==> src/design/hyper_pkg.sv <==
`default_nettype none

package hyper_pkg;

  // Number of Wishbone masters sharing the device
  localparam int unsigned NR_PORTS = 2;
  localparam int unsigned PORT_IDX_W = (NR_PORTS > 1) ? $clog2(NR_PORTS) : 1;

  localparam int unsigned WORD_ADDR_W = 22;

  // Command/address phase length in bytes
  localparam int unsigned CA_BYTES = 6;
  // clk_i cycles from last CA byte to first data byte (6 HyperBus clocks)
  localparam int unsigned LAT_CYCLES = 12;
  localparam int unsigned CNT_W = $clog2(LAT_CYCLES);

  typedef logic [WORD_ADDR_W-1:0] word_addr_t;
  typedef logic [15:0]            word_t;
  // Bit 1 selects the upper byte, which goes first on DQ
  typedef logic [1:0]             strb_t;
  typedef logic [7:0]             byte_t;
  typedef logic [8*CA_BYTES-1:0]  ca_t;
  typedef logic [PORT_IDX_W-1:0]  port_idx_t;
  typedef logic [CNT_W-1:0]       cnt_t;

  typedef struct packed {
    logic       cyc;
    logic       stb;
    logic       we;
    word_addr_t adr;
    word_t      dat;
    strb_t      sel;
  } wb_req_t;

  typedef struct packed {
    logic  ack;
    word_t dat;
  } wb_rsp_t;

  // One single-word HyperBus transaction
  typedef struct packed {
    logic       write;
    word_addr_t addr;
    word_t      wdata;
    strb_t      strb;
  } hyper_trans_t;

endpackage

`default_nettype wire

==> src/design/wb_port_arbiter.sv <==
`default_nettype none

module wb_port_arbiter (
  input  logic                                         clk_i,
  input  logic                                         rst_ni,
  input  hyper_pkg::wb_req_t [hyper_pkg::NR_PORTS-1:0] req_i,
  output hyper_pkg::wb_rsp_t [hyper_pkg::NR_PORTS-1:0] rsp_o,
  output hyper_pkg::wb_req_t                           bus_req_o,
  input  hyper_pkg::wb_rsp_t                           bus_rsp_i
);
  import hyper_pkg::*;

  logic [NR_PORTS-1:0] cyc;
  logic [NR_PORTS-1:0] grant_d;
  logic [NR_PORTS-1:0] grant_q;
  port_idx_t           last_d;
  port_idx_t           last_q;
  logic                held;

  always_comb begin
    for (int i = 0; i < NR_PORTS; i++) begin
      cyc[i] = req_i[i].cyc;
    end
  end

  // Owner keeps the bus as long as its cycle is open
  assign held = |(grant_q & cyc);

  always_comb begin
    int unsigned idx;
    idx     = 0;
    grant_d = '0;
    last_d  = last_q;
    if (held) begin
      grant_d = grant_q;
    end else begin
      // Search starts at the port after the last one served
      for (int unsigned off = 1; off <= NR_PORTS; off++) begin
        idx = (off + last_q) % NR_PORTS;
        if (cyc[idx] && (grant_d == '0)) begin
          grant_d[idx] = 1'b1;
          last_d       = port_idx_t'(idx);
        end
      end
    end
  end

  always_comb begin
    bus_req_o = '0;
    for (int i = 0; i < NR_PORTS; i++) begin
      if (grant_d[i]) begin
        bus_req_o = req_i[i];
      end
    end
  end

  // Ack only reaches the registered owner
  always_comb begin
    for (int i = 0; i < NR_PORTS; i++) begin
      rsp_o[i].ack = bus_rsp_i.ack & grant_q[i];
      rsp_o[i].dat = bus_rsp_i.dat;
    end
  end

  always_ff @(posedge clk_i or negedge rst_ni) begin
    if (!rst_ni) begin
      grant_q <= '0;
      last_q  <= port_idx_t'(NR_PORTS - 1);
    end else begin
      grant_q <= grant_d;
      last_q  <= last_d;
    end
  end

endmodule

`default_nettype wire

==> src/design/hyper_wb_bridge.sv <==
`default_nettype none

module hyper_wb_bridge (
  input  logic                    clk_i,
  input  logic                    rst_ni,
  input  hyper_pkg::wb_req_t      wb_req_i,
  output hyper_pkg::wb_rsp_t      wb_rsp_o,
  output hyper_pkg::hyper_trans_t trans_o,
  output logic                    trans_valid_o,
  input  logic                    trans_ready_i,
  input  logic                    done_i,
  input  hyper_pkg::word_t        rdata_i
);
  import hyper_pkg::*;

  typedef enum logic [1:0] {
    ST_IDLE,
    ST_REQ,
    ST_WAIT,
    ST_ACK
  } state_e;

  state_e       state_d;
  state_e       state_q;
  hyper_trans_t trans_q;
  word_t        rdata_q;
  logic         take;

  assign take = (state_q == ST_IDLE) && wb_req_i.cyc && wb_req_i.stb;

  always_comb begin
    state_d = state_q;
    case (state_q)
      ST_IDLE: begin
        if (take) begin
          state_d = ST_REQ;
        end
      end
      ST_REQ: begin
        if (trans_ready_i) begin
          state_d = ST_WAIT;
        end
      end
      ST_WAIT: begin
        if (done_i) begin
          state_d = ST_ACK;
        end
      end
      default: state_d = ST_IDLE;
    endcase
  end

  always_ff @(posedge clk_i or negedge rst_ni) begin
    if (!rst_ni) begin
      state_q <= ST_IDLE;
    end else begin
      state_q <= state_d;
    end
  end

  always_ff @(posedge clk_i) begin
    if (take) begin
      trans_q.write <= wb_req_i.we;
      trans_q.addr  <= wb_req_i.adr;
      trans_q.wdata <= wb_req_i.dat;
      trans_q.strb  <= wb_req_i.sel;
    end
    if ((state_q == ST_WAIT) && done_i) begin
      rdata_q <= rdata_i;
    end
  end

  assign trans_o       = trans_q;
  assign trans_valid_o = (state_q == ST_REQ);
  assign wb_rsp_o.ack  = (state_q == ST_ACK);
  assign wb_rsp_o.dat  = rdata_q;

endmodule

`default_nettype wire

==> src/design/hyper_phy.sv <==
`default_nettype none

module hyper_phy (
  input  logic                    clk_i,
  input  logic                    rst_ni,
  input  hyper_pkg::hyper_trans_t trans_i,
  input  logic                    trans_valid_i,
  output logic                    trans_ready_o,
  output logic                    done_o,
  output hyper_pkg::word_t        rdata_o,
  output logic                    hyper_cs_no,
  output logic                    hyper_ck_o,
  output logic                    hyper_ck_no,
  output logic                    hyper_reset_no,
  output hyper_pkg::byte_t        hyper_dq_o,
  output logic                    hyper_dq_oe_o,
  input  hyper_pkg::byte_t        hyper_dq_i,
  output logic                    hyper_rwds_o,
  output logic                    hyper_rwds_oe_o,
  input  logic                    hyper_rwds_i
);
  import hyper_pkg::*;

  typedef enum logic [2:0] {
    ST_IDLE,
    ST_CMD,
    ST_LAT,
    ST_WDATA,
    ST_RDATA,
    ST_FINISH
  } state_e;

  state_e       state_d;
  state_e       state_q;
  cnt_t         cnt_d;
  cnt_t         cnt_q;
  hyper_trans_t trans_q;
  ca_t          ca_d;
  ca_t          ca_q;
  word_t        rdata_q;
  logic         rwds_prev_q;
  logic         rwds_edge;
  logic         bus_active;
  logic         ck_q;
  logic         accept;

  // Read, memory space, linear burst; address split as in the HyperBus spec
  assign ca_d = {~trans_i.write, 1'b0, 1'b1,
                 {(32 - WORD_ADDR_W){1'b0}}, trans_i.addr[WORD_ADDR_W-1:3],
                 13'b0, trans_i.addr[2:0]};

  assign accept    = (state_q == ST_IDLE) && trans_valid_i;
  assign rwds_edge = (hyper_rwds_i != rwds_prev_q);

  always_comb begin
    state_d = state_q;
    cnt_d   = cnt_q;
    case (state_q)
      ST_IDLE: begin
        if (trans_valid_i) begin
          state_d = ST_CMD;
          cnt_d   = '0;
        end
      end
      ST_CMD: begin
        cnt_d = cnt_q + 1'b1;
        if (cnt_q == cnt_t'(CA_BYTES - 1)) begin
          state_d = ST_LAT;
          cnt_d   = '0;
        end
      end
      ST_LAT: begin
        cnt_d = cnt_q + 1'b1;
        if (cnt_q == cnt_t'(LAT_CYCLES - 1)) begin
          state_d = trans_q.write ? ST_WDATA : ST_RDATA;
          cnt_d   = '0;
        end
      end
      ST_WDATA: begin
        cnt_d = cnt_q + 1'b1;
        if (cnt_q[0]) begin
          state_d = ST_FINISH;
          cnt_d   = '0;
        end
      end
      ST_RDATA: begin
        // Device toggles RWDS once per byte it puts on DQ
        if (rwds_edge) begin
          cnt_d = cnt_q + 1'b1;
          if (cnt_q[0]) begin
            state_d = ST_FINISH;
            cnt_d   = '0;
          end
        end
      end
      default: state_d = ST_IDLE;
    endcase
  end

  always_ff @(posedge clk_i or negedge rst_ni) begin
    if (!rst_ni) begin
      state_q     <= ST_IDLE;
      cnt_q       <= '0;
      rwds_prev_q <= 1'b0;
    end else begin
      state_q     <= state_d;
      cnt_q       <= cnt_d;
      rwds_prev_q <= hyper_rwds_i;
    end
  end

  always_ff @(posedge clk_i) begin
    if (accept) begin
      trans_q <= trans_i;
      ca_q    <= ca_d;
    end else if (state_q == ST_CMD) begin
      ca_q <= ca_q << 8;
    end
    if ((state_q == ST_RDATA) && rwds_edge) begin
      if (cnt_q[0]) begin
        rdata_q[7:0] <= hyper_dq_i;
      end else begin
        rdata_q[15:8] <= hyper_dq_i;
      end
    end
  end

  assign bus_active = (state_q == ST_CMD) || (state_q == ST_LAT) ||
                      (state_q == ST_WDATA) || (state_q == ST_RDATA);

  // Clock toggles mid-cycle so each DQ byte is stable across its edge
  always_ff @(negedge clk_i or negedge rst_ni) begin
    if (!rst_ni) begin
      ck_q <= 1'b0;
    end else if (bus_active) begin
      ck_q <= ~ck_q;
    end else begin
      ck_q <= 1'b0;
    end
  end

  assign hyper_cs_no    = ~bus_active;
  assign hyper_ck_o     = ck_q;
  assign hyper_ck_no    = ~ck_q;
  assign hyper_reset_no = rst_ni;

  always_comb begin
    hyper_dq_o = '0;
    if (state_q == ST_CMD) begin
      hyper_dq_o = ca_q[8*CA_BYTES-1 -: 8];
    end else if (state_q == ST_WDATA) begin
      hyper_dq_o = cnt_q[0] ? trans_q.wdata[7:0] : trans_q.wdata[15:8];
    end
  end

  assign hyper_dq_oe_o = (state_q == ST_CMD) || (state_q == ST_WDATA);

  // RWDS high masks the byte out of the write
  assign hyper_rwds_o    = (state_q == ST_WDATA) &&
                           (cnt_q[0] ? ~trans_q.strb[0] : ~trans_q.strb[1]);
  assign hyper_rwds_oe_o = (state_q == ST_WDATA);

  assign trans_ready_o = (state_q == ST_IDLE);
  assign done_o        = (state_q == ST_FINISH);
  assign rdata_o       = rdata_q;

endmodule

`default_nettype wire

==> src/design/hyper_subsys.sv <==
`default_nettype none

module hyper_subsys (
  input  logic                                         clk_i,
  input  logic                                         rst_ni,
  input  hyper_pkg::wb_req_t [hyper_pkg::NR_PORTS-1:0] wb_req_i,
  output hyper_pkg::wb_rsp_t [hyper_pkg::NR_PORTS-1:0] wb_rsp_o,
  output logic                                         hyper_cs_no,
  output logic                                         hyper_ck_o,
  output logic                                         hyper_ck_no,
  output logic                                         hyper_reset_no,
  output hyper_pkg::byte_t                             hyper_dq_o,
  output logic                                         hyper_dq_oe_o,
  input  hyper_pkg::byte_t                             hyper_dq_i,
  output logic                                         hyper_rwds_o,
  output logic                                         hyper_rwds_oe_o,
  input  logic                                         hyper_rwds_i
);
  import hyper_pkg::*;

  wb_req_t      bus_req;
  wb_rsp_t      bus_rsp;
  hyper_trans_t trans;
  logic         trans_valid;
  logic         trans_ready;
  logic         done;
  word_t        rdata;

  wb_port_arbiter i_arbiter (
    .clk_i     ( clk_i    ),
    .rst_ni    ( rst_ni   ),
    .req_i     ( wb_req_i ),
    .rsp_o     ( wb_rsp_o ),
    .bus_req_o ( bus_req  ),
    .bus_rsp_i ( bus_rsp  )
  );

  hyper_wb_bridge i_bridge (
    .clk_i         ( clk_i       ),
    .rst_ni        ( rst_ni      ),
    .wb_req_i      ( bus_req     ),
    .wb_rsp_o      ( bus_rsp     ),
    .trans_o       ( trans       ),
    .trans_valid_o ( trans_valid ),
    .trans_ready_i ( trans_ready ),
    .done_i        ( done        ),
    .rdata_i       ( rdata       )
  );

  hyper_phy i_phy (
    .clk_i           ( clk_i           ),
    .rst_ni          ( rst_ni          ),
    .trans_i         ( trans           ),
    .trans_valid_i   ( trans_valid     ),
    .trans_ready_o   ( trans_ready     ),
    .done_o          ( done            ),
    .rdata_o         ( rdata           ),
    .hyper_cs_no     ( hyper_cs_no     ),
    .hyper_ck_o      ( hyper_ck_o      ),
    .hyper_ck_no     ( hyper_ck_no     ),
    .hyper_reset_no  ( hyper_reset_no  ),
    .hyper_dq_o      ( hyper_dq_o      ),
    .hyper_dq_oe_o   ( hyper_dq_oe_o   ),
    .hyper_dq_i      ( hyper_dq_i      ),
    .hyper_rwds_o    ( hyper_rwds_o    ),
    .hyper_rwds_oe_o ( hyper_rwds_oe_o ),
    .hyper_rwds_i    ( hyper_rwds_i    )
  );

endmodule

`default_nettype wire

==> config.mk <==
export PLATFORM = sky130hd
export DESIGN_NAME = hyper_subsys
export DESIGN_NICKNAME = d
export VERILOG_FILES = /design/src/design/hyper_pkg.sv /design/src/design/wb_port_arbiter.sv /design/src/design/hyper_wb_bridge.sv /design/src/design/hyper_phy.sv /design/src/design/hyper_subsys.sv
export SDC_FILE = /design/constraint.sdc
export NUM_CORES = 1
export LEC_CHECK = 0
export BUFFER_PORTS_ARGS = -buffer_cell sky130_fd_sc_hd__buf_4
export CAP_MARGIN = 15
export CELL_PAD_IN_SITES_DETAIL_PLACEMENT = 0
export CELL_PAD_IN_SITES_GLOBAL_PLACEMENT = 2
export CORE_UTILIZATION = 25
export DETAILED_ROUTE_END_ITERATION = 10
export GPL_ROUTABILITY_DRIVEN = 0
export PLACE_DENSITY_LB_ADDON = 0.1
export RECOVER_POWER = 25
export SLEW_MARGIN = 0
export SYNTH_ARGS = -nofsm -noshare
export SYNTH_HDL_FRONTEND = slang
export SYNTH_HIERARCHICAL = 1
export SYNTH_SLANG_ARGS = --single-unit
==> constraint.sdc <==
create_clock -name clk_i -period 6.18 [get_ports clk_i]
set_input_delay 1.236 -clock clk_i [delete_from_list [all_inputs] [get_ports clk_i]]
set_output_delay 1.236 -clock clk_i [all_outputs]
set_load 0.05 [all_outputs]
==> results by group, run 1 <==
Status
  • Outcome: finished, violations left
  • Failing checks: max-capacitance violations, max-slew violations

STA
  • Fin. Hold Viols: 0
  • Final slew viol count: 44
  • Setup violations, final: 0
  • Unrepaired setup endpoints after global routing: false
  • Clk_skew: approximately 22 ps
  • Setup TNS: 0 ps
  • Worst-margin pin slew: ~1900 ps
  • Rel. slew slack: -27.6%

Critical path
  • Worst endpoint required time: about 5000 ps
  • Critical path class: flip-flop to primary output
  • Crit. End Element: primary output
  • Worst reg2reg setup slack: 1490 ps
  • WP data arrival: 4120 ps
  • CP Max Fanout: 3
  • CP Launch Type: flip-flop

Global route
  • Global-route wire length before repair: 19900 um
  • GRT overflow: 0
  • Gr usage total: a little over a tenth
  • Largest net degree at the start of global routing: 44
  • Vias in the first global route: 3682
  • Initial antenna violation count: 0

Floorplan
  • Die height: 159 um
  • Initial Utilization: 25.8%
  • Core area: between 0.02 and 0.025 mm2
  • Row count: 56
  • Ports: between 100 and 150
  • Die Width: 159 um
  • Die ar.: 0.0252 mm2

Yosys
  • Cell count after synthesis: 435
  • Count of different cell masters after synthesis: 53
  • Post-synth EDFFs: 115
  • Seq/Total Area, Yosys: roughly two thirds
  • Area contributors post-synth: edfxtp_1 (56%), a22o_1 (7.8%), dfrtp_1 (4.9%), dfxtp_1 (4.9%), buf_4 (4.3%)
  • Post-synth ARST share: 9.72%
  • Yosys top cell by area: edfxtp_1
  • Flops & latches, synth: 144
  • Synth Warn #: 6
  • Mapped Nets: 540
  • Primary FF master, synth: edfxtp_1
  • Synth top area share: 56.3%
  • Syn Area/Cell: 14.1 um2
  • Mapped cell area: just over 0.006 mm2

Pwr
  • Pwr dens: ~460 mW/mm2
  • Max rail drop VDD: 158 uV
  • P_leak: ~3.0 nW

Finish
  • Sequential Area: 0.00411 mm2
  • Multi-input logic area: 0.00156 mm2
  • Ant. Diodes: 0
  • # fillers: 2369
  • Post-route insts no fill: 877
  • Final-stage net count: 650
  • Layout cells sized above 1: 33.9%
  • Area growth from synthesis to layout: 27.1%

Clock tree
  • Hold Buf Count CTS: 0
  • Clk_lat worst skew: 410 ps
  • Clock root cell: clkbuf_16
  • CTS clk-pin slew, worst paths: 40 ps
  • Clock buffer depth: 2
  • Post-cts resize count: 0
  • CTS sink count: 144
  • H-tree depth: 4
  • CTS tree: done
  • CTS buffer count: 17
  • # Post-CTS Setup Buffers: 0

Drt
  • Post-DR wirelength/cell: 14.6 um
  • Final WL: 12800 um
  • Pre-antenna DRT Iters: 4
  • Vias per inst: 4.19
  • Via Count: 3672
  • Antenna viol nets, final: 0
  • Iter 0 DRT Violations: 124
  • DRC viols: 0

Min path
  • Worst hold path type: flip-flop to flip-flop

Placed design
  • # placed instances: between 800 and 900
  • Hpwl dp: 8990 um
  • Number of port buffers: 145

Flow run
  • Max cap viols: 1
[per-layer routing]
layer  global-route usage [%]  wire length, um  up-vias
met5                        0                0        -
met4                     3.98              141        0
met3                     3.38              601       10
met2                     17.5             6240      108
met1                     13.4             5830     1733
li1                         -                -     1821
[power by group]
group,leakage (nW),internal (mW),switching (mW),total [mW]
clock,0.276,0.636,0.399,1.03
sequential,1.37,1.34,0.140,1.48
combinational,1.39,0.383,0.694,1.08
[path summary, 6_finish.rpt]
check / startpoint / endpoint / cells after the start
max: i_phy/hyper_ck_o / hyper_ck_no / 2
min: i_phy/hyper_ck_o / i_phy/hyper_ck_o / 1
max reg2reg: i_phy/state_q[1] / i_phy/hyper_ck_o / 3
min reg2reg: i_phy/hyper_ck_o / i_phy/hyper_ck_o / 1
max in group asynchronous: rst_ni / i_phy/hyper_ck_o / 1
min in group asynchronous: rst_ni / i_arbiter/grant_q[1] / 1
[critical path: stages, from the launching register on]
cell and delay (ps):
dfrtn_1 420, inv_1 40, buf_4 180
[layout make-up]
type	count	share of cell area [%]
clock buffers	19	5.55
well taps	319	5.12
clock inverters	13	2.10
inverters	12	0.577
repair buffers	149	14.0
flip-flops and latches	144	52.6
multi-input cells	221	20.0
[per-stage QoR]
step	setup WS, ps	power [mW]	hold slack (ps)	util, %	cell area [um2]
after floorplan	825	2.27	400	-	6140
after global placement	1220	2.61	378	30.5	7230
after detailed placement	1230	2.62	382	30.5	7230
after CTS	803	3.68	382	33.0	7830
after global routing	763	3.82	422	32.8	7800
final	820	3.59	378	32.8	7800
[Yosys cell counts (all sizes together) (4+ instances only)]
library cell    n
a211oi          8
a21oi          20
a22o           57
and2            4
and3            9
buf            51
clkbuf          7
dfrtp          12
dfxtp          15
edfxtp        115
ha              8
inv            12
mux2i           8
nand2          37
nor2           18
nor2b           5
o21ai           7
[registers in the layout (all words and copies together), names as in the netlist, 2 cells and up]
name / count
i_phy/state_q: 3
i_bridge/rdata_q: 16
i_bridge/trans_o: 41
i_phy/trans_q: 19
i_phy/ca_q: 38
i_bridge/state_q: 2
i_phy/cnt_q: 4
i_phy/rdata_o: 16
i_arbiter/grant_q: 2
[cells by family after synthesis]
group,count (synthesis),synth area share [%]
AOI/OAI and AO/OA,113,14.8
and+or+nand+nor,87,6.95
DFF,144,66.9
xor gates and xnor gates,3,0.428
muxes,10,1.67
adders and majority gates,8,1.63
buffers and inverters,70,7.65
[layout by cell type, fill, tap and decap left out, drive strengths merged, types with 8 or more instances in the layout]
cell / count
a22o: 57
edfxtp: 115
and3: 9
dfrtp: 12
ha: 8
nor2: 18
dfxtp: 15
nand2: 37
mux2i: 8
clkbuf: 31
a21oi: 20
inv: 13
buf: 137
a211oi: 8
No activity file was read; power rests on OpenSTA's default activity.
==> run 2, diff against run 1 <==
==> constraint.sdc (replaced) <==
create_clock -name clk_i -period 4.5 [get_ports clk_i]
set_input_delay 0.9 -clock clk_i [delete_from_list [all_inputs] [get_ports clk_i]]
set_output_delay 0.9 -clock clk_i [all_outputs]
set_load 0.05 [all_outputs]
==> run 2 against run 1 <==
Effect of this change: the run still ends with max-capacitance violations, max-slew violations left; sequential share of layout area unchanged; clock-buffer cell count did not move; utilization unchanged; critical path depth unchanged; non-clock buffer count is 2 higher; sequential power rose by 36%; first-iteration DRC count rose by 57%; critical path type unchanged; largest power group unchanged.
==> results by group, run 2 (same netlist as run 1, synthesis figures left out) <==
Drt
  • Final WL: 13000 um (+1.6%)
  • Pre-antenna DRT Iters: 7 (+3)
  • DRC viols: 0 (unchanged)
  • Via Count: 3716 (+1.2%)
  • Vias per inst: 4.23 (+0.97%)
  • Post-DR wirelength/cell: 14.8 um (+1.3%)
  • Iter 0 DRT Violations: 195 (+57%)
  • Antenna viol nets, final: 0 (unchanged)

Global route
  • Gr usage total: 10.9% (+0.11 points)
  • GRT overflow: 0 (unchanged)
  • Initial antenna violation count: 0 (unchanged)
  • Global-route wire length before repair: 20100 um (+0.86%)
  • Largest net degree at the start of global routing: 43 (-2.3%)
  • Vias in the first global route: 3745 (+1.7%)

Clock tree
  • CTS sink count: 144 (unchanged)
  • CTS clk-pin slew, worst paths: 40 ps (about the same)
  • CTS tree: done
  • CTS buffer count: 17 (unchanged)
  • Post-cts resize count: 0 (unchanged)
  • Clk_lat worst skew: 410 ps (about the same)
  • Clock root cell: clkbuf_16
  • Clock buffer depth: 2 (unchanged)
  • H-tree depth: 4 (unchanged)
  • Hold Buf Count CTS: 0 (unchanged)
  • # Post-CTS Setup Buffers: 0 (unchanged)

Critical path
  • Worst setup path endpoint: hyper_ck_no
  • RR Startpoint: i_phy/state_q[0]
  • Critical path class: flip-flop to primary output
  • R2r worst-path depth: 3 (unchanged)
  • Worst Setup SP: i_phy/hyper_ck_o
  • Crit. End Element: primary output
  • CP Launch Type: flip-flop
  • Worst endpoint required time: 3600 ps (-1340 ps)
  • Worst reg2reg setup slack: 1010 ps (-480 ps)
  • Worst reg2reg endpoint: i_phy/hyper_ck_o
  • WP data arrival: 3280 ps (-840 ps)
  • CP Max Fanout: 3 (unchanged)

Floorplan
  • Die ar.: 0.0252 mm2 (unchanged)
  • Die Width: 159 um (unchanged)
  • Core area: 0.0238 mm2 (unchanged)
  • Row count: 56 (unchanged)
  • Die height: 159 um (unchanged)
  • Ports: 146 (unchanged)
  • Initial Utilization: 25.8% (unchanged)

Finish
  • Final-stage net count: 652 (+0.31%)
  • Commonest non-fill, non-tap cell in the layout: buf_4
  • Commonest non-fill, non-tap cells in the layout: buf_4 (137), edfxtp_1 (115), a22o_1 (55), nand2_1 (37), a21oi_1 (19)
  • # fillers: 2367 (-0.084%)
  • Ant. Diodes: 0 (unchanged)
  • Layout cells sized above 1: 33.9% (+0.058 points)
  • Area growth from synthesis to layout: 27.1% (unchanged)
  • Max reg flops: 41 (unchanged)

Pwr
  • P_leak: 3.04 nW (+0.14%)
  • Pwr dens: 630 mW/mm2 (+37%)
  • Max rail drop VDD: 213 uV (+35%)

STA
  • Rel. slew slack: -25.4% (+2.3 points)
  • Final slew viol count: 43 (-2.3%)
  • Fin. Hold Viols: 0 (unchanged)
  • Final hold slack: 376 ps (-1.51 ps)
  • Unrepaired setup endpoints after global routing: false
  • Clk_skew: 18.6 ps (-3.04 ps)
  • Worst-margin pin slew: 1880 ps (-33.9 ps)
  • Setup violations, final: 0 (unchanged)
  • Setup TNS: 0 ps (unchanged)

Min path
  • Worst hold path type: flip-flop to flip-flop
  • WHS Path Cells: 1 (unchanged)

Status
  • Outcome: finished, violations left
  • Failing checks: max-capacitance violations, max-slew violations

Placed design
  • Number of port buffers: 145 (unchanged)
  • Hpwl dp: 9080 um (+0.98%)

Flow run
  • Max cap viols: 1 (unchanged)
==> run 2: layer usage <==
| layer | wire length (um) | track usage, % | vias to the layer above |
|---|---|---|---|
| met2 | 6240 | 17.5 | 119 |
| met4 | 184 | 4.53 | 0 |
| met1 | 5960 | 13.8 | 1757 |
| met3 | 630 | 2.97 | 13 |
| li1 | - | - | 1827 |
| met5 | 0 | 0 | - |
==> run 2: area by class of cell <==
| class | count | area, um2 | share of cell area, % |
|---|---|---|---|
| timing repair buffer | 151 | 1110 | 14.2 |
| inverter | 12 | 45.0 | 0.577 |
| clock buffer | 19 | 443 | 5.68 |
| clock inverter | 13 | 139 | 1.78 |
| tap | 319 | 399 | 5.12 |
| sequential | 144 | 4110 | 52.6 |
| multi-input combinational | 221 | 1560 | 20.0 |
==> run 2: per-stage QoR <==
stage               power, mW  cells  setup slack, ps  instance area, um2  util, %
finish                   4.91    879              316                7800     32.8
global route             5.22    879              254                7800     32.8
CTS                      5.00    878              295                7820     32.9
detailed placement       3.60    846              722                7240     30.5
global placement         3.59    846              715                7240     30.5
floorplan                3.12    435              321                6140        -
==> run 2: where the power goes <==
part	leakage, nW	switching (mW)	internal [mW]
sequential	1.37	0.171	1.84
combinational	1.40	0.993	0.540
clock	0.273	0.546	0.830
==> run 2: worst min path at each step <==
stage	startpoint	to	slack, ps
6_report	i_phy/hyper_ck_o	i_phy/hyper_ck_o	380
5_1_grt	i_phy/hyper_ck_o	i_phy/hyper_ck_o	420
2_1_floorplan	i_phy/rdata_o[0]	i_bridge/rdata_q[0]	400
3_5_place_dp	i_phy/hyper_ck_o	i_phy/hyper_ck_o	380
3_3_place_gp	i_phy/hyper_ck_o	i_phy/hyper_ck_o	380
4_1_cts	rst_ni	i_arbiter/grant_q[1]	330
==> run 2: worst max-delay path: stages, from the launching register on <==
cell     delay (ps)
dfrtn_1         420
inv_1            40
buf_4           180
==> run 3, diff against run 2 <==
--- a/config.mk
+++ b/config.mk
@@ -13,7 +13,7 @@
 export DETAILED_ROUTE_END_ITERATION = 10
 export GPL_ROUTABILITY_DRIVEN = 0
 export PLACE_DENSITY_LB_ADDON = 0.1
-export RECOVER_POWER = 25
+export RECOVER_POWER = 50
 export SLEW_MARGIN = 0
 export SYNTH_ARGS = -nofsm -noshare
 export SYNTH_HDL_FRONTEND = slang
==> run 3 against run 2 <==
Effect of this change: hold slack stayed put; sequential share of layout area is 0.73 points higher; highest routed layer unchanged; the run still ends with max-capacitance violations, max-slew violations left; register-to-register slack hardly changed; clock-buffer cell count stayed put.
==> results by group, run 3 (same netlist as run 1, synthesis figures left out) <==
Status
  • Outcome: finished, violations left
  • Failing checks: max-capacitance violations, max-slew violations

Finish
  • Ant. Diodes: 0 (unchanged)
  • Area growth from synthesis to layout: 25.4%
  • Multi-input logic area: 0.00156 mm2 (about the same)
  • Sequential Area: 0.00411 mm2 (unchanged)
  • # fillers: 2411 (+1.9%)
  • Commonest non-fill, non-tap cells in the layout: edfxtp_1 (115), buf_4 (109), a22o_1 (55), clkbuf_1 (37), nand2_1 (37)
  • Final-stage net count: 652 (unchanged)
  • Post-route insts no fill: 879 (unchanged)
  • Layout cells sized above 1: 28.7% (-5.2 points)
  • Max reg flops: 41 (unchanged)
  • Commonest non-fill, non-tap cell in the layout: edfxtp_1

Clock tree
  • CTS clk-pin slew, worst paths: 40 ps (about the same)
  • Clock buffer depth: 2 (unchanged)
  • # Post-CTS Setup Buffers: 0 (unchanged)
  • Clock root cell: clkbuf_16
  • Hold Buf Count CTS: 0 (unchanged)
  • CTS tree: done
  • CTS buffer count: 17 (unchanged)
  • H-tree depth: 4 (unchanged)
  • CTS sink count: 144 (unchanged)
  • Post-cts resize count: 0 (unchanged)
  • Clk_lat worst skew: 410 ps (about the same)

Critical path
  • Worst reg2reg setup slack: 1010 ps (about the same)
  • Crit. End Element: primary output
  • CP Launch Type: flip-flop
  • Critical path class: flip-flop to primary output
  • WP data arrival: 3280 ps (about the same)
  • Slowest Stage Delay on Critical Path: 420 ps (about the same)
  • CP Max Fanout: 3 (unchanged)
  • Worst endpoint required time: 3600 ps (about the same)
  • CP max-delay cell: dfrtn_1
  • Cell Chain, Critical Path: inv_1 > buf_4

Floorplan
  • Die height: 159 um (unchanged)
  • Die Width: 159 um (unchanged)
  • Row count: 56 (unchanged)
  • Ports: 146 (unchanged)
  • Initial Utilization: 25.8% (unchanged)
  • Die ar.: 0.0252 mm2 (unchanged)
  • Core area: 0.0238 mm2 (unchanged)

STA
  • Rel. slew slack: -25.4% (about the same)
  • Fin. Hold Viols: 0 (unchanged)
  • Final slew viol count: 43 (unchanged)
  • Clk_skew: 18.8 ps (+0.159 ps)
  • Unrepaired setup endpoints after global routing: false
  • Worst-margin pin slew: 1880 ps (+0.194 ps)
  • Setup TNS: 0 ps (unchanged)
  • Setup violations, final: 0 (unchanged)
  • Worst Slack Setup Final: 315 ps (-0.583 ps)

Placed design
  • Place WS: 722 ps (unchanged)
  • Number of port buffers: 145 (unchanged)
  • Hpwl dp: 9080 um (unchanged)
  • # placed instances: 846 (unchanged)

Pwr
  • Max rail drop VDD: 213 uV (about the same)
  • P_leak: 2.93 nW (-3.4%)
  • Pwr dens: 638 mW/mm2 (+1.2%)

Drt
  • Via Count: 3721 (+0.13%)
  • Iter 0 DRT Violations: 193 (-1.0%)
  • Final WL: 13100 um (+0.31%)
  • DRC viols: 0 (unchanged)
  • Vias per inst: 4.23 (+0.13%)
  • Antenna viol nets, final: 0 (unchanged)
  • Pre-antenna DRT Iters: 5 (-2)
  • Post-DR wirelength/cell: 14.8 um (+0.31%)

Global route
  • Gr usage total: 10.9% (unchanged)
  • Global-route wire length before repair: 20100 um (unchanged)
  • Initial antenna violation count: 0 (unchanged)
  • Largest net degree at the start of global routing: 43 (unchanged)
  • Vias in the first global route: 3745 (unchanged)
  • GRT overflow: 0 (unchanged)

Min path
  • Worst hold path type: flip-flop to flip-flop

Flow run
  • Max cap viols: 1 (unchanged)
## run 3: final cells by class
| cell class | count | area share, % |
|---|---|---|
| clock inverter | 13 | 1.81 |
| timing repair buffer | 151 | 13.0 |
| clock buffer | 19 | 5.76 |
| sequential | 144 | 53.4 |
| inverter | 12 | 0.585 |
| multi-input combinational | 221 | 20.3 |
| tap | 319 | 5.19 |
## run 3: worst max-delay path: cells and delay by family, from the launching register on
kind                   cells  cell delay, ps
buffers and inverters      2             220
flip-flops                 1             420
## run 3: stage by stage
step	area (um2)	total power [mW]	util (%)	hold slack [ps]
floorplan	6140	3.12	-	400
global placement	7240	3.59	30.5	377
detailed placement	7240	3.60	30.5	381
CTS	7820	5.00	32.9	329
global route	7690	5.21	32.4	420
finish	7690	4.91	32.4	376
## run 3: final timing paths
check / from / to / depth (start not counted)
setup / recovery: i_phy/hyper_ck_o / hyper_ck_no / 2
hold / removal: i_phy/hyper_ck_o / i_phy/hyper_ck_o / 1
setup reg to reg: i_phy/state_q[0] / i_phy/hyper_ck_o / 3
hold reg to reg: i_phy/hyper_ck_o / i_phy/hyper_ck_o / 1
max in group asynchronous: rst_ni / i_phy/hyper_ck_o / 1
min in group asynchronous: rst_ni / i_arbiter/grant_q[1] / 1
## run 3: report_power, final
part	leakage [nW]	switching, mW	internal (mW)
Clock	0.273	0.546	0.830
Combinational	1.29	0.993	0.531
Sequential	1.37	0.171	1.84
## run 3: layer usage
layer | GRT usage (%) | share of wire (%)
met4 | 4.53 | 1.4
met3 | 2.97 | 4.9
met5 | 0 | 0
met2 | 17.5 | 48
met1 | 13.8 | 46
